**config.mk**
```make
export PLATFORM = sky130hd
export DESIGN_NAME = div_unit_top
export DESIGN_NICKNAME = d
export VERILOG_FILES = /design/src/source/div_pkg.sv /design/src/source/div_unit_top.sv /design/src/source/div_fixup.sv /design/src/source/div_iter.sv /design/src/source/div_prep.sv
export VERILOG_INCLUDE_DIRS = /design/src /design/src/include
export SDC_FILE = /design/constraint.sdc
export NUM_CORES = 1
export LEC_CHECK = 0
export BUFFER_PORTS_ARGS = -buffer_cell sky130_fd_sc_hd__buf_2
export CAP_MARGIN = 10
export CELL_PAD_IN_SITES_DETAIL_PLACEMENT = 1
export CELL_PAD_IN_SITES_GLOBAL_PLACEMENT = 1
export CORE_MARGIN = 2
export CORE_UTILIZATION = 45
export DETAILED_ROUTE_END_ITERATION = 8
export PLACE_DENSITY_LB_ADDON = 0.1
export SETUP_SLACK_MARGIN = 0.5
export SYNTH_ARGS = -nofsm -noshare
export SYNTH_HDL_FRONTEND = slang
export SYNTH_SLANG_ARGS = --single-unit
```
**constraint.sdc**
```tcl
create_clock -name clk -period 10.5 [get_ports clk]
set_clock_uncertainty 0.05 [all_clocks]
set_input_delay 1.575 -clock clk [delete_from_list [all_inputs] [get_ports clk]]
set_output_delay 1.575 -clock clk [all_outputs]
set_load 0.005 [all_outputs]
```
**src/include/div_config.svh**
```systemverilog
/*
 * divide unit configuration
 * data width, word width for the W operations and iteration counter width
 */

`ifndef DIV_CONFIG_SVH
`define DIV_CONFIG_SVH

// ==========================================================================
// datapath widths
// ==========================================================================

`define DIV_XLEN 64   // full register width
`define DIV_WLEN 32   // operand width of the W operations

// ==========================================================================
// iteration control
// ==========================================================================

// must hold the value DIV_XLEN itself
`define DIV_CNT_W 7

`endif
```
**src/source/div_pkg.sv**
```systemverilog
/*
 * divide unit types
 * operation and state encodings, request, conditioned operand and response
 */

`default_nettype none

`include "div_config.svh"

package div_pkg;

  // op bit positions
  localparam int unsigned DIV_OP_WORD_BIT = 0;
  localparam int unsigned DIV_OP_UNS_BIT  = 1;
  localparam int unsigned DIV_OP_REM_BIT  = 2;

  typedef enum logic [3:0] {
    DIV_OP_DIV   = 4'b0000,
    DIV_OP_DIVW  = 4'b0001,
    DIV_OP_DIVU  = 4'b0010,
    DIV_OP_DIVUW = 4'b0011,
    DIV_OP_REM   = 4'b0100,
    DIV_OP_REMW  = 4'b0101,
    DIV_OP_REMU  = 4'b0110,
    DIV_OP_REMUW = 4'b0111
  } div_op_e;

  typedef enum logic [1:0] {
    DIV_IDLE = 2'b00,
    DIV_ITER = 2'b01,
    DIV_DONE = 2'b10
  } div_state_e;

  typedef struct packed {
    div_op_e              op;
    logic [`DIV_XLEN-1:0] dividend;   // rs1
    logic [`DIV_XLEN-1:0] divisor;    // rs2
  } div_req_t;

  typedef struct packed {
    div_op_e               op;
    logic [`DIV_XLEN-1:0]  dividend;    // magnitude, pre-shifted for W ops
    logic [`DIV_XLEN-1:0]  divisor;     // magnitude
    logic [`DIV_CNT_W-1:0] iter_cnt;    // 64 or 32
    logic                  q_neg;       // negate quotient at the end
    logic                  r_neg;       // negate remainder at the end
    logic                  bypass;      // zero divisor or overflow
    logic [`DIV_XLEN-1:0]  bypass_res;  // ISA defined result
  } div_operand_t;

  typedef struct packed {
    logic [`DIV_XLEN-1:0] result;
  } div_rsp_t;

endpackage

`default_nettype wire

```
**src/source/div_unit_top.sv**
```systemverilog
/*
 * RV64 M extension divide unit
 * single division in flight, start strobe with busy flag, held result
 * released by the consumer's ready
 */

`timescale 1ns/1ps
`default_nettype none

`include "div_config.svh"

module div_unit_top import div_pkg::*; (
  input  logic     clk,
  input  logic     rst_n,
  input  logic     req_valid_i,
  input  div_req_t req_i,
  output logic     busy_o,
  output logic     rsp_valid_o,
  output div_rsp_t rsp_o,
  input  logic     rsp_ready_i
);

  div_operand_t               operand;   // conditioned request
  div_operand_t               ctx;       // stored context
  logic [2*`DIV_XLEN-1:0]     rem_quo;

  // ==========================================================================
  // operand conditioning
  // ==========================================================================

  div_prep div_prep_inst (
    .req_i     (req_i),
    .operand_o (operand)
  );

  // ==========================================================================
  // control and iteration
  // ==========================================================================

  div_iter div_iter_inst (
    .clk         (clk),
    .rst_n       (rst_n),
    .start_i     (req_valid_i),
    .operand_i   (operand),
    .rsp_ready_i (rsp_ready_i),
    .busy_o      (busy_o),
    .done_o      (rsp_valid_o),   // DONE state is the response valid
    .rem_quo_o   (rem_quo),
    .ctx_o       (ctx)
  );

  // ==========================================================================
  // result forming
  // ==========================================================================

  div_fixup div_fixup_inst (
    .rem_quo_i (rem_quo),
    .ctx_i     (ctx),
    .rsp_o     (rsp_o)
  );

endmodule

`default_nettype wire

```
**src/source/div_fixup.sv**
```systemverilog
/*
 * divide result forming
 * picks quotient or remainder, restores the sign, sign extends W results
 * and substitutes the bypass result for zero divisor and overflow
 */

`timescale 1ns/1ps
`default_nettype none

`include "div_config.svh"

module div_fixup import div_pkg::*; (
  input  logic [2*`DIV_XLEN-1:0] rem_quo_i,
  input  div_operand_t          ctx_i,
  output div_rsp_t              rsp_o
);

  localparam int XLEN = `DIV_XLEN;
  localparam int WLEN = `DIV_WLEN;

  logic            is_rem;
  logic            is_word;
  logic            neg;
  logic [XLEN-1:0] quo;
  logic [XLEN-1:0] rem;
  logic [XLEN-1:0] sel;
  logic [XLEN-1:0] sgn_val;
  logic [XLEN-1:0] word_val;

  assign is_rem  = ctx_i.op[DIV_OP_REM_BIT];
  assign is_word = ctx_i.op[DIV_OP_WORD_BIT];

  assign quo = rem_quo_i[XLEN-1:0];
  assign rem = rem_quo_i[2*XLEN-1:XLEN];

  // ==========================================================================
  // sign restore
  // ==========================================================================

  assign sel     = is_rem ? rem : quo;
  assign neg     = is_rem ? ctx_i.r_neg : ctx_i.q_neg;
  assign sgn_val = neg ? (~sel + 1'b1) : sel;

  // W ops always sign extend bit 31
  assign word_val = {{(XLEN-WLEN){sgn_val[WLEN-1]}}, sgn_val[WLEN-1:0]};

  always_comb begin
    if (ctx_i.bypass) begin
      rsp_o.result = ctx_i.bypass_res;
    end else if (is_word) begin
      rsp_o.result = word_val;
    end else begin
      rsp_o.result = sgn_val;
    end
  end

endmodule

`default_nettype wire

```
**src/source/div_iter.sv**
```systemverilog
/*
 * divide control and restoring loop
 * one quotient bit per cycle, holds the division context and the raw
 * remainder and quotient until the consumer takes the result
 */

`timescale 1ns/1ps
`default_nettype none

`include "div_config.svh"

module div_iter import div_pkg::*; (
  input  logic                  clk,
  input  logic                  rst_n,
  input  logic                  start_i,
  input  div_operand_t          operand_i,
  input  logic                  rsp_ready_i,
  output logic                  busy_o,
  output logic                  done_o,
  output logic [2*`DIV_XLEN-1:0] rem_quo_o,
  output div_operand_t          ctx_o
);

  localparam int XLEN  = `DIV_XLEN;
  localparam int CNT_W = `DIV_CNT_W;

  div_state_e        state_q;
  logic [CNT_W-1:0]  cnt_q;
  logic [2*XLEN-1:0] rem_quo_q;   // remainder high, quotient low
  div_operand_t      ctx_q;
  logic              accept;
  logic              iter_step;
  logic [XLEN:0]     partial;     // 2r plus next dividend bit
  logic [XLEN+1:0]   diff;
  logic              borrow;
  logic [XLEN-1:0]   rem_next;

  assign accept    = start_i && (state_q == DIV_IDLE);
  assign iter_step = (state_q == DIV_ITER) && (cnt_q != '0);

  // ==========================================================================
  // shift and subtract
  // ==========================================================================

  assign partial  = rem_quo_q[2*XLEN-1:XLEN-1];
  assign diff     = {1'b0, partial} - {2'b00, ctx_q.divisor};
  assign borrow   = diff[XLEN+1];
  assign rem_next = borrow ? partial[XLEN-1:0] : diff[XLEN-1:0];   // restore on borrow

  // ==========================================================================
  // control FSM
  // ==========================================================================

  // bypass passes one ITER cycle with zero count and busy masked
  always_ff @(posedge clk) begin
    if (rst_n) begin
      state_q <= DIV_IDLE;
      cnt_q   <= '0;
    end else begin
      case (state_q)
        DIV_IDLE: begin
          if (accept) begin
            state_q <= DIV_ITER;
            cnt_q   <= operand_i.bypass ? '0 : operand_i.iter_cnt;
          end
        end
        DIV_ITER: begin
          if (cnt_q == '0) begin
            state_q <= DIV_DONE;
          end else begin
            cnt_q <= cnt_q - 1'b1;
          end
        end
        DIV_DONE: begin
          if (rsp_ready_i) begin
            state_q <= DIV_IDLE;
          end
        end
        default: begin
          state_q <= DIV_IDLE;
        end
      endcase
    end
  end

  // context and working register
  always_ff @(posedge clk) begin
    if (accept) begin
      ctx_q     <= operand_i;
      rem_quo_q <= {{XLEN{1'b0}}, operand_i.dividend};
    end else if (iter_step) begin
      rem_quo_q <= {rem_next, rem_quo_q[XLEN-2:0], ~borrow};   // new quotient bit
    end
  end

  assign busy_o    = (state_q == DIV_ITER) && !ctx_q.bypass;
  assign done_o    = (state_q == DIV_DONE);
  assign rem_quo_o = rem_quo_q;
  assign ctx_o     = ctx_q;

  // ==========================================================================
  // assertions
  // ==========================================================================

  a_busy_done_excl : assert property (@(posedge clk) disable iff (rst_n)
    !(busy_o && done_o));

  // count stays within the loaded length
  a_cnt_no_wrap : assert property (@(posedge clk) disable iff (rst_n)
    (state_q == DIV_ITER) |-> (cnt_q <= ctx_q.iter_cnt));

  // result frozen under back-pressure
  a_done_hold : assert property (@(posedge clk) disable iff (rst_n)
    (done_o && !rsp_ready_i) |=> (done_o && $stable(rem_quo_q) && $stable(ctx_q)));

endmodule

`default_nettype wire

```
**src/source/div_prep.sv**
```systemverilog
/*
 * divide operand conditioning
 * word extension, sign capture, absolute values and word pre-shift,
 * plus detection of the zero divisor and signed overflow bypass cases
 */

`timescale 1ns/1ps
`default_nettype none

`include "div_config.svh"

module div_prep import div_pkg::*; (
  input  div_req_t     req_i,
  output div_operand_t operand_o
);

  localparam int XLEN  = `DIV_XLEN;
  localparam int WLEN  = `DIV_WLEN;
  localparam int CNT_W = `DIV_CNT_W;

  logic            is_word;
  logic            is_uns;
  logic            is_rem;
  logic [XLEN-1:0] a_sext32;
  logic [XLEN-1:0] b_sext32;
  logic [XLEN-1:0] a_ext;
  logic [XLEN-1:0] b_ext;
  logic            a_neg;
  logic            b_neg;
  logic [XLEN-1:0] a_abs;
  logic [XLEN-1:0] b_abs;
  logic [XLEN-1:0] min_val;
  logic [XLEN-1:0] a_res;
  logic            div_zero;
  logic            div_ovf;

  assign is_word = req_i.op[DIV_OP_WORD_BIT];
  assign is_uns  = req_i.op[DIV_OP_UNS_BIT];
  assign is_rem  = req_i.op[DIV_OP_REM_BIT];

  // ==========================================================================
  // operand extension and magnitudes
  // ==========================================================================

  assign a_sext32 = {{(XLEN-WLEN){req_i.dividend[WLEN-1]}}, req_i.dividend[WLEN-1:0]};
  assign b_sext32 = {{(XLEN-WLEN){req_i.divisor[WLEN-1]}}, req_i.divisor[WLEN-1:0]};

  always_comb begin
    if (!is_word) begin
      a_ext = req_i.dividend;
      b_ext = req_i.divisor;
    end else if (is_uns) begin
      a_ext = {{(XLEN-WLEN){1'b0}}, req_i.dividend[WLEN-1:0]};
      b_ext = {{(XLEN-WLEN){1'b0}}, req_i.divisor[WLEN-1:0]};
    end else begin
      a_ext = a_sext32;
      b_ext = b_sext32;
    end
  end

  assign a_neg = !is_uns && a_ext[XLEN-1];
  assign b_neg = !is_uns && b_ext[XLEN-1];
  assign a_abs = a_neg ? (~a_ext + 1'b1) : a_ext;
  assign b_abs = b_neg ? (~b_ext + 1'b1) : b_ext;

  // ==========================================================================
  // bypass detection
  // ==========================================================================

  // most negative value, already sign extended for W ops
  assign min_val = is_word ? {{(XLEN-WLEN+1){1'b1}}, {(WLEN-1){1'b0}}}
                           : {1'b1, {(XLEN-1){1'b0}}};

  assign div_zero = (b_ext == '0);                      // low word only for W ops
  assign div_ovf  = !is_uns && (a_ext == min_val) && (&b_ext);

  assign a_res = is_word ? a_sext32 : req_i.dividend;   // dividend as a result value

  always_comb begin
    operand_o.op       = req_i.op;
    operand_o.dividend = is_word ? {a_abs[WLEN-1:0], {(XLEN-WLEN){1'b0}}} : a_abs;
    operand_o.divisor  = b_abs;
    operand_o.iter_cnt = is_word ? CNT_W'(WLEN) : CNT_W'(XLEN);
    operand_o.q_neg    = a_neg ^ b_neg;
    operand_o.r_neg    = a_neg;                          // remainder follows dividend
    operand_o.bypass   = div_zero || div_ovf;
    if (div_zero) begin
      operand_o.bypass_res = is_rem ? a_res : {XLEN{1'b1}};
    end else if (div_ovf) begin
      operand_o.bypass_res = is_rem ? '0 : a_res;
    end else begin
      operand_o.bypass_res = '0;
    end
  end

endmodule

`default_nettype wire

```
* Yosys cells after proc, flatten, opt, wreduce, memory -nomap -nowiden
Index checks and enable logic that the tools add are counted.
** Storage, ports and cells
- Flip-flop bits (word level) :: 271
- Logic and storage cells :: 76
- Input port bits :: 136
** Cells by class
- Reduce and logical (&&, ||, !) cells :: 19
- $add $sub $neg :: 5
- Equality and inequality tests :: 7
- Bitwise logic cells :: 5
- Muxes and demuxes :: 30
** Operators by type and width (count)
- 64-bit two-way mux :: 19
- 64-bit by 1-bit adder with 64-bit output, second input constant :: 3
- 64-bit inverter :: 3
- 65-bit by 64-bit subtractor with 66-bit output :: 1
- 64-bit == test :: 1
- 64-bit logical NOT :: 1
- 64-bit AND reduction :: 1
- 63-bit two-way mux :: 1
- 7-bit two-way mux :: 4
- 7-bit one-hot mux with 2 select lines :: 1
- 1-bit logical AND :: 7
- 7-bit logical NOT :: 1
- 7-bit nonzero test :: 1
- 7-bit by 1-bit subtractor with 7-bit output, second input constant :: 1
- 2-bit two-way mux :: 3
- 2-bit by 1-bit inequality test with 1-bit output, second input constant :: 3
- 2-bit one-hot mux with 3 select lines :: 1
- 3-bit AND reduction :: 2
- 2-bit nonzero test :: 2
- 2-bit by 1-bit == test with 1-bit output, second input constant :: 1
- 2-bit == test, second input constant :: 1
- 1-bit logical NOT :: 2
- 2-bit logical NOT :: 1
- 2-bit inequality test, second input constant :: 1
- other kinds (4) :: 4

* Logic depth before layout (Yosys ltp)
Gate-level depths: netlist of the first run.
- Depth after elaboration :: 9
- Mapped depth :: 21
- Mapped depth without buffers :: 13

* Modules after synthesis
A second synthesis of the first run with hierarchy kept.
** Second synthesis, totals
- Cell total of the unflattened synthesis :: 2991
- Area, all modules :: 25643.3 um^2
** Modules (own cells, without submodules)
- div_iter :: instances 1, cells each 1497, area an instance 16144.2 um^2
- div_prep :: instances 1, cells each 941, area an instance 5471.5 um^2
- div_fixup :: instances 1, cells each 553, area an instance 4027.6 um^2

* Least setup slack after synthesis of the first run
No wires, ideal clock.
- Path type :: flip-flop to output port
- Start point :: reg div_iter_inst.ctx_q, in the netlist div_iter_inst.ctx_o[204]
- End point :: out rsp_o[62] (netlist name)
- Arrival :: 4868 ps
- Slack :: 4007 ps
- Buffers on the path :: 10
- Stages on the path, launching flop included :: 22
- Path through :: edfxtp_1 -> buf_6 -> buf_4 -> buf_4 -> buf_2 -> buf_4 -> buf_4 -> buf_2 -> buf_2 -> buf_2 -> buf_2 -> mux2i_1 -> ha_1 -> o221ai_1 -> nor4_2 -> nand3_2 -> nor4_4 -> nand2_1 -> o41ai_1 -> xnor2_1 -> nor3_1 -> a211o_1
** RTL lines
- from (decl) :: RTL line div_iter.sv:30 : div_operand_t ctx_q;
- from (signal assigned) :: RTL line div_iter.sv:89 : ctx_q <= operand_i;
- to (decl) :: RTL line div_unit_top.sv:19 : output div_rsp_t rsp_o,

==> flow_metrics.env, run 1 <==
export IMPL_outcome="finished, final reports clean"
export IMPL_drtIter0Drc=2163
export IMPL_gp_congestion=0.9615
export IMPL_peakVddDrop_mv=0.1174
export IMPL_cts_resized=0
export IMPL_worst_path_largest_cell_delay_ns=1.04
export IMPL_grt_pass1_wl_um=135300
export IMPL_synthDistinctLibCells=82
export IMPL_relSlewSlack_pct=12.43
export IMPL_cts_buffers=35
export IMPL_worstSetupStartpointType="register"
export IMPL_globalRouteMet1Util_pct=50.84
export IMPL_fmaxAchievable_ghz=0.1323
export IMPL_synth_edf_count=197
export IMPL_cts_tree="done"
export IMPL_syn2layout_area_growth_pct=11.02
export IMPL_syn_nets=2930
export IMPL_crit_path_max_fanout=73
export IMPL_grt_max_degree=100
export IMPL_holdPathStages=2
export IMPL_drive_above_1_share_pct=11.92
export IMPL_slowest_stage="nor4_1"
export IMPL_ant_nets=0
export IMPL_rrSetupSlack_ns=5.74
export IMPL_period_share_pct=72.01
export IMPL_cp_end_kind="primary output"
export IMPL_fin_area_mm2=0.02440
export IMPL_grt_use_met2_pct=54.73
export IMPL_yosys_warnings=0
export IMPL_rows=80
export IMPL_min_from="div_iter_inst.cnt_q[4]"
export IMPL_crit_chain="buf_4 > buf_4 > nor3b_1 > o22ai_1 > nor2_1 > nand3_1 > or3_1 > nor4_1 > a31oi_1 > a21oi_1 > xor2_1 > a221o_1 > buf_2"
export IMPL_die_h_um=225
export IMPL_drc=0
export IMPL_rr_endpoint="div_iter_inst.rem_quo_o[73]"
export IMPL_grt_busiest_layer="met2"
export IMPL_p_per_area_mw_per_mm2=178.8
export IMPL_die_area_mm2=0.05063
export IMPL_period_needed_ns=7.561
export IMPL_cap_violations=0
export IMPL_synth_main_ff_cell="edfxtp_1"
export IMPL_crit_arrival_ns=5.94
export IMPL_min_path_type="reg2reg"
export IMPL_tightest_slew_ns=1.302
export IMPL_ios=202
export IMPL_dr_pass1_iters=5
export IMPL_grt_overflow=0
export IMPL_required_ns=8.88
export IMPL_post_cts_setup_buffer_count=0
export IMPL_cts_buffer_depth=3
export IMPL_track_usage_pct=35.14
export IMPL_core_mm2=0.04795
export IMPL_insertion_delay_ns=0.57
export IMPL_placement_io_buffers=200
export IMPL_dp_hpwl_um=68470
export IMPL_finalWirelength_um=90260
export IMPL_synthCells=2723
export IMPL_vias=22050
export IMPL_rsz0062_at_grt="no"
export IMPL_setup_viol=0
export IMPL_critPathKind="reg2out"
export IMPL_wl_per_cell_um=26.15
export IMPL_numClockSinks=270
export IMPL_nets=3015
export IMPL_hold_viol=0
export IMPL_slew_viol_final=0
export IMPL_setup_ws_ns=2.939
export IMPL_grt_antenna_before_repair=0
export IMPL_ys_ff_latch=270
export IMPL_async_reset_ff_share_pct=0
export IMPL_grt_pass1_vias=21710
export IMPL_cts_root_buf="clkbuf_16"
export IMPL_worstReg2RegStart="div_iter_inst.rem_quo_o[83]"
export IMPL_startpoint="div_iter_inst.ctx_o[204]"
export IMPL_die_w_um=225
export IMPL_synth_area_mm2=0.02198
export IMPL_initial_core_util_pct=45.84
export IMPL_crit_top_cell="buf_4"
export IMPL_ys_seq_area_share_pct=33.56
export IMPL_p_leak_nw=9.955
export IMPL_power_mw=4.362
export IMPL_r2r_cells=12
export IMPL_setup_tns_ns=0
export IMPL_cts_hold_buf=0
export IMPL_avgSynthCellArea_um2=8.071
export IMPL_clk_pin_slew_ns=0.06
export IMPL_crit_end="rsp_o[58]"
export IMPL_gr_usage_met3_pct=3.572
export IMPL_cts_htree_levels=2
export IMPL_post_place_ws_ns=3.607
export IMPL_postPlaceCellArea_mm2=0.02327
export IMPL_drt_vias_per_instance=6.388
-- placed cells by master (no fill, tap or decap), drive strengths merged, types with 73 or more instances in the layout --
| cell type | count |
|---|---|
| nand2 | 341 |
| xor2 | 103 |
| inv | 122 |
| mux2i | 92 |
| xnor2 | 139 |
| nor2 | 213 |
| a21oi | 196 |
| dfxtp | 73 |
| edfxtp | 197 |
| o21ai | 290 |
| nand3 | 82 |
| buf | 225 |
| nor3 | 102 |
-- logic make-up (layout without fill, tap and decap cells) --
| kind of cell | count (synthesis) | count (layout) | share of synthesized area [%] |
|---|---|---|---|
| compound gates | 779 | 779 | 21.76 |
| flops | 270 | 270 | 33.56 |
| other cells | 0 | 1 | 0 |
| simple gates | 956 | 956 | 20.60 |
| mux | 109 | 109 | 5.095 |
| buf+inv | 296 | 408 | 5.260 |
| xor+xnor | 242 | 242 | 9.644 |
| fa+ha+maj | 71 | 71 | 4.076 |
-- report_power, final --
| group | total (mW) | switching, mW | internal [mW] |
|---|---|---|---|
| registers | 1.56 | 0.148 | 1.41 |
| logic | 1.61 | 1.08 | 0.524 |
| clock network | 1.20 | 0.514 | 0.686 |
-- cell type report --
| type | count | area [µm²] |
|---|---|---|
| Timing Repair Buffer | 225 | 1211 |
| Inverter | 119 | 451.7 |
| Fill cell | 5871 | 23550 |
| Sequential cell | 270 | 7377 |
| Clock inverter | 19 | 152.6 |
| Multi-Input combinational cell | 2157 | 13490 |
| Clock buffer | 45 | 943.4 |
| Tap cell | 615 | 769.5 |
| Antenna cell | 1 | 2.502 |
-- stage by stage --
step / hold slack [ns] / cells / util, %
final: 0.4981 / 3451 / 50.89
after global routing: 0.5294 / 3450 / 50.89
after CTS: 0.4952 / 3449 / 50.83
after detailed placement: 0.4848 / 3385 / 48.54
after global placement: 0.4658 / 3385 / 48.54
after floorplan: 0.4244 / 2723 / -
-- sequential cells by signal, summed over array words and instances (netlist names) --
register / cells
div_iter_inst.ctx_o: 133
div_iter_inst.rem_quo_o: 128
div_iter_inst.cnt_q: 7
div_iter_inst.state_q: 2
-- routing by layer --
layer | wire, µm | share of wire (%)
met5 | 0 | 0
met4 | 2931 | 3.2
met3 | 5812 | 6.4
met2 | 40260 | 45
met1 | 41250 | 46
-- cell usage after synthesis (all sizes together) (13+ instances only) --
master	instances	area share, %
inv	119	2.0
nand3	82	1.9
or4	18	0.63
xor2	103	4.1
o21ai	290	6.6
nand4	48	1.4
and3	15	0.43
xnor2	139	5.5
nor3b	13	0.49
edfxtp	197	27
mux2	17	0.89
o221ai	15	0.63
mux2i	92	4.2
o31ai	33	1.2
nor2	213	3.7
buf	33	0.77
nand2b	18	0.51
a31oi	32	0.91
a21boi	14	0.48
a21oi	196	4.5
or2	13	0.38
o311ai	19	0.76
o21a	14	0.48
o21bai	15	0.51
nor2b	16	0.46
nor3	102	2.3
nand2	341	5.8
clkbuf	144	2.5
dfxtp	73	6.6
or3	18	0.51
a21o	47	1.6
ha	70	4.0
a32oi	18	0.72
nor4	39	1.4
-- critical path: cells and delay by family, from the launching register on --
kind            cells  cell delay [ns]
simple gates        5             2.17
buf+inv             3             1.66
compound gates      4             1.00
flops               1             0.34
xor+xnor            1             0.15
-- worst min-delay path by stage --
stage | end | slack (ns)
6_report | div_iter_inst.cnt_q[4] | 0.50
5_1_grt | div_iter_inst.cnt_q[4] | 0.53
4_1_cts | div_iter_inst.rem_quo_o[126] | 0.50
3_5_place_dp | div_iter_inst.rem_quo_o[127] | 0.48
3_3_place_gp | div_iter_inst.cnt_q[6] | 0.47
2_1_floorplan | div_iter_inst.rem_quo_o[127] | 0.42
No activity file was read; power rests on OpenSTA's default activity.
==> inputs of run 2 (changes only) <==
- clock period: 10.5 -> 7 ns (I/O delays scaled with it)
==> flow_metrics.env, run 2 (synthesis gave the netlist of run 1 again) <==
export IMPL_outcome="finished, final reports clean"
export IMPL_placed_cells=3389
export IMPL_drt_vias_per_instance=6.407
export IMPL_peakVddDrop_mv=0.2061
export IMPL_dp_hpwl_um=69650
export IMPL_rows=80
export IMPL_syn2layout_area_growth_pct=11.40
export IMPL_grt_max_degree=103
export IMPL_finalWirelength_um=90780
export IMPL_cts_buffers=34
export IMPL_cts_htree_levels=2
export IMPL_die_h_um=225
export IMPL_grt_pass1_vias=21780
export IMPL_crit_path_max_fanout=13
export IMPL_dr_pass1_iters=5
export IMPL_p_leak_nw=9.998
export IMPL_crit_arrival_ns=5.07
export IMPL_cts_buffer_depth=3
export IMPL_period_share_pct=88.12
export IMPL_wl_per_cell_um=26.32
export IMPL_insertion_delay_ns=0.56
export IMPL_critPathKind="reg2out"
export IMPL_whs_ns=0.4860
export IMPL_cts_root_buf="clkbuf_16"
export IMPL_largest_reg_flops=133
export IMPL_power_mw=6.637
export IMPL_p_per_area_mw_per_mm2=271.1
export IMPL_worstSetupStartpointType="register"
export IMPL_core_mm2=0.04795
export IMPL_die_w_um=225
export IMPL_grt_antenna_before_repair=3
export IMPL_placement_io_buffers=200
export IMPL_required_ns=5.90
export IMPL_final_cell_mix="340 x nand2_1, 285 x o21ai_0, 207 x nor2_1"
export IMPL_track_usage_pct=35.15
export IMPL_tightest_slew_ns=1.182
export IMPL_grt_overflow=0
export IMPL_period_needed_ns=6.168
export IMPL_setup_tns_ns=0
export IMPL_nets=3018
export IMPL_setup_viol=0
export IMPL_drc=0
export IMPL_vias=22100
export IMPL_rsz0062_at_grt="no"
export IMPL_grt_pass1_wl_um=135100
export IMPL_ios=202
export IMPL_layout_commonest_cell="nand2_1"
export IMPL_clk_pin_slew_ns=0.06
export IMPL_fillCellCount=5842
export IMPL_relSlewSlack_pct=21.19
export IMPL_hold_viol=0
export IMPL_antenna_cells=0
export IMPL_cts_hold_buf=0
export IMPL_numClockSinks=270
export IMPL_final_cells=3449
export IMPL_cap_violations=0
export IMPL_initial_core_util_pct=45.84
export IMPL_gp_congestion=0.9178
export IMPL_min_path_type="reg2reg"
export IMPL_ant_nets=0
export IMPL_drtIter0Drc=1980
export IMPL_fmaxAchievable_ghz=0.1621
export IMPL_cp_end_kind="primary output"
export IMPL_slew_viol_final=0
export IMPL_cts_tree="done"
export IMPL_drive_above_1_share_pct=12.00
export IMPL_die_area_mm2=0.05063
[run 2: changes by cell type in the layout (fill, tap and decap cells not counted)]
cell and change:
buf_4 +4, bufinv_16 +3, clkbuf_8 -3, clkinv_2 -3, clkbuf_1 -2, clkbuf_16 +2, inv_6 -2, buf_12 +1
buf_16 -1, clkinv_4 +1, clkinvlp_4 -1, diode_2 -1, nor2_1 -1, nor2_2 +1
[run 2: worst paths after layout]
check                                            startpoint                           to  slack [ns]  cells after the start
worst max-delay path               div_iter_inst.ctx_o[204]                    rsp_o[61]        0.83                     13
worst min-delay path                 div_iter_inst.cnt_q[6]       div_iter_inst.cnt_q[6]        0.49                      2
worst max register to register  div_iter_inst.rem_quo_o[83]  div_iter_inst.rem_quo_o[83]        2.94                     12
worst min register to register       div_iter_inst.cnt_q[6]       div_iter_inst.cnt_q[6]        0.49                      2
[run 2: per-layer routing]
| metal | up-vias | global-route usage (%) | share of wire [%] |
|---|---|---|---|
| li1 | 10100 | - | - |
| met4 | 4 | 11.75 | 3.2 |
| met5 | - | 0 | 0.023 |
| met1 | 11030 | 50.35 | 46 |
| met3 | 149 | 3.872 | 6.5 |
| met2 | 819 | 55.15 | 45 |
[run 2: repair_timing]
item                                    CTS  global route
pin swaps                                 0             0
buffers inserted                          1             0
endpoints found under the setup margin    1            10
endpoints found under the hold margin     0             0
gates resized for setup                   0             1
[run 2: stage by stage]
| stage | util [%] | instance area [µm²] | setup slack (ns) |
|---|---|---|---|
| finish | 51.06 | 24480 | 0.8318 |
| global route | 51.06 | 24480 | 0.5666 |
| CTS | 51.06 | 24480 | 0.6547 |
| detailed placement | 48.63 | 23320 | 1.133 |
| global placement | 48.63 | 23320 | 1.174 |
| floorplan | - | 21980 | 1.032 |
[run 2: area by class of cell]
class,count,area [µm²],area share (%)
Multi-Input combinational cell,2157,13500,55.12
Sequential cell,270,7377,30.13
Timing Repair Buffer,229,1234,5.039
Clock buffer,42,944.7,3.858
Tap cell,615,769.5,3.143
Inverter,119,451.7,1.845
Clock inverter,17,211.5,0.8637
[run 2: power by group]
part / total (mW) / switching [mW] / internal [mW]
combinational: 2.41 / 1.62 / 0.790
clock: 1.88 / 0.738 / 1.14
sequential: 2.35 / 0.235 / 2.11
total: 6.64 / 2.60 / 4.04
[run 2: critical path: stages, from the launching register on]
cell,delay [ns]
edfxtp_1,0.64
buf_4,0.31
nor3_1,0.41
o221ai_2,0.24
or4_4,0.62
nor4_4,0.53
a21oi_1,0.17
xnor2_1,0.52
nand2_1,0.11
buf_4,0.20
nor2_2,0.38
a21oi_1,0.08
o211ai_1,0.14
buf_2,0.16
==> inputs of run 3 (changes only) <==
==> constraint.sdc (replaced) <==
create_clock -name clk -period 7 [get_ports clk]
set_clock_uncertainty 0.05 [all_clocks]
set_input_delay 0.7 -clock clk [delete_from_list [all_inputs] [get_ports clk]]
set_output_delay 0.7 -clock clk [all_outputs]
set_load 0.005 [all_outputs]
==> flow_metrics.env, run 3 (synthesis gave the netlist of run 1 again) <==
export IMPL_outcome="finished, final reports clean"
export IMPL_vias=21910
export IMPL_dr_pass1_iters=8
export IMPL_grt_antenna_before_repair=1
export IMPL_post_cts_setup_buffer_count=0
export IMPL_min_path_type="in2reg"
export IMPL_worst_path_largest_cell_delay_ns=0.65
export IMPL_slowest_stage="nor2_1"
export IMPL_grt_pass1_wl_um=134300
export IMPL_cts_root_buf="clkbuf_16"
export IMPL_grt_busiest_layer="met2"
export IMPL_dp_hpwl_um=69440
export IMPL_clk_pin_slew_ns=0.06
export IMPL_drtIter0Drc=2095
export IMPL_drc=0
export IMPL_ios=202
export IMPL_final_cell_mix="340 x nand2_1, 285 x o21ai_0, 208 x nor2_1"
export IMPL_cts_buffers=36
export IMPL_peakVddDrop_mv=0.2263
export IMPL_globalRouteMet1Util_pct=50.34
export IMPL_setup_tns_ns=0
export IMPL_slew_viol_final=0
export IMPL_cts_tree="done"
export IMPL_syn2layout_area_growth_pct=11.82
export IMPL_crit_path_max_fanout=38
export IMPL_rsz0062_at_grt="no"
export IMPL_insertion_delay_ns=0.55
export IMPL_crit_chain="buf_4 > nor3b_1 > o221ai_2 > or4_4 > nor4_4 > a21oi_1 > xnor2_1 > nand2_1 > nor2_1 > a21oi_1 > o211ai_1 > buf_2"
export IMPL_grt_pass1_vias=21440
export IMPL_crit_family="simple AND/OR/NAND/NOR gates"
export IMPL_tightest_slew_ns=1.273
export IMPL_drive_above_1_share_pct=12.18
export IMPL_die_h_um=225
export IMPL_numClockSinks=270
export IMPL_hold_viol=0
export IMPL_drt_vias_per_instance=6.337
export IMPL_layout_commonest_cell="nand2_1"
export IMPL_ant_nets=0
export IMPL_crit_arrival_ns=5.25
export IMPL_period_share_pct=85.76
export IMPL_initial_core_util_pct=45.84
export IMPL_gp_congestion=0.9415
export IMPL_core_mm2=0.04795
export IMPL_grt_use_met2_pct=54.46
export IMPL_period_needed_ns=6.004
export IMPL_cap_violations=0
export IMPL_rows=80
export IMPL_finalWirelength_um=90560
export IMPL_cts_buffer_depth=3
export IMPL_fillCellCount=5838
export IMPL_multi_input_area_mm2=0.01349
export IMPL_track_usage_pct=35.00
export IMPL_critPathKind="reg2out"
export IMPL_die_area_mm2=0.05063
export IMPL_nets=3021
export IMPL_cp_num_buf_inv=2
export IMPL_setup_viol=0
export IMPL_p_leak_nw=10.05
export IMPL_layout_area_seq_mm2=0.007377
export IMPL_fmaxAchievable_ghz=0.1666
export IMPL_wl_per_cell_um=26.20
export IMPL_grt_max_degree=77
export IMPL_largest_reg_flops=133
export IMPL_p_per_area_mw_per_mm2=275.5
export IMPL_cts_hold_buf=0
export IMPL_gr_usage_met3_pct=4.302
export IMPL_required_ns=6.25
export IMPL_final_core_util_pct=51.26
export IMPL_die_w_um=225
export IMPL_worstSetupStartpointType="register"
export IMPL_cp_end_kind="primary output"
export IMPL_cts_resized=0
export IMPL_cts_htree_levels=2
export IMPL_placement_io_buffers=200
export IMPL_crit_top_cell="a21oi_1"
export IMPL_grt_overflow=0
export IMPL_relSlewSlack_pct=15.13
## run 3: final cells by class
type	count	share of cell area, %
repair buffers	230	4.999
diodes	2	0.02036
clock buffers	46	4.027
flip-flops and latches	270	30.02
well taps	615	3.131
clock inverters	18	1.069
inverters	119	1.838
multi-input cells	2157	54.90
## run 3: stage by stage
stage | power (mW) | cells | hold slack (ns) | instance area (µm²) | setup WS (ns)
after floorplan | 3.764 | 2723 | 0.4244 | 21980 | 1.382
after global placement | 4.666 | 3391 | 0.4664 | 23320 | 1.817
after detailed placement | 4.729 | 3391 | 0.4761 | 23320 | 1.685
after CTS | 6.751 | 3455 | 0.3202 | 24570 | 1.057
after global routing | 7.049 | 3455 | 0.3398 | 24570 | 0.7247
final | 6.771 | 3457 | 0.3409 | 24580 | 0.9965
## run 3: path summary, 6_finish.rpt
check,startpoint,end,slack (ns),cells after the start
hold / removal,req_i[0],div_iter_inst.ctx_o[74],0.34,1
hold reg to reg,div_iter_inst.cnt_q[6],div_iter_inst.cnt_q[6],0.49,2
setup reg to reg,div_iter_inst.rem_quo_o[83],div_iter_inst.rem_quo_o[73],2.83,12
setup / recovery,div_iter_inst.ctx_o[204],rsp_o[61],1.0,12
## run 3: metal layers
layer | routed length (µm) | up-vias
met2 | 40170 | 835
met3 | 6438 | 145
met4 | 2707 | 0
li1 | - | 10080
met1 | 41250 | 10840
met5 | 0 | -
## run 3: worst register-to-register path: stages (launching register included)
cell	delay [ns]
dfxtp_1	0.56
ha_1	0.41
a2111oi_0	0.68
o211ai_1	0.25
nand4b_1	0.19
and3_1	0.20
a21oi_1	0.14
o2111ai_1	0.21
a21oi_1	0.14
nor2_4	0.12
buf_4	0.60
mux2i_1	0.32
o21ai_0	0.11
## run 3: power by group
| part | switching [mW] | internal, mW |
|---|---|---|
| registers | 0.225 | 2.11 |
| clock network | 0.760 | 1.25 |
| logic | 1.63 | 0.789 |
| total | 2.62 | 4.15 |
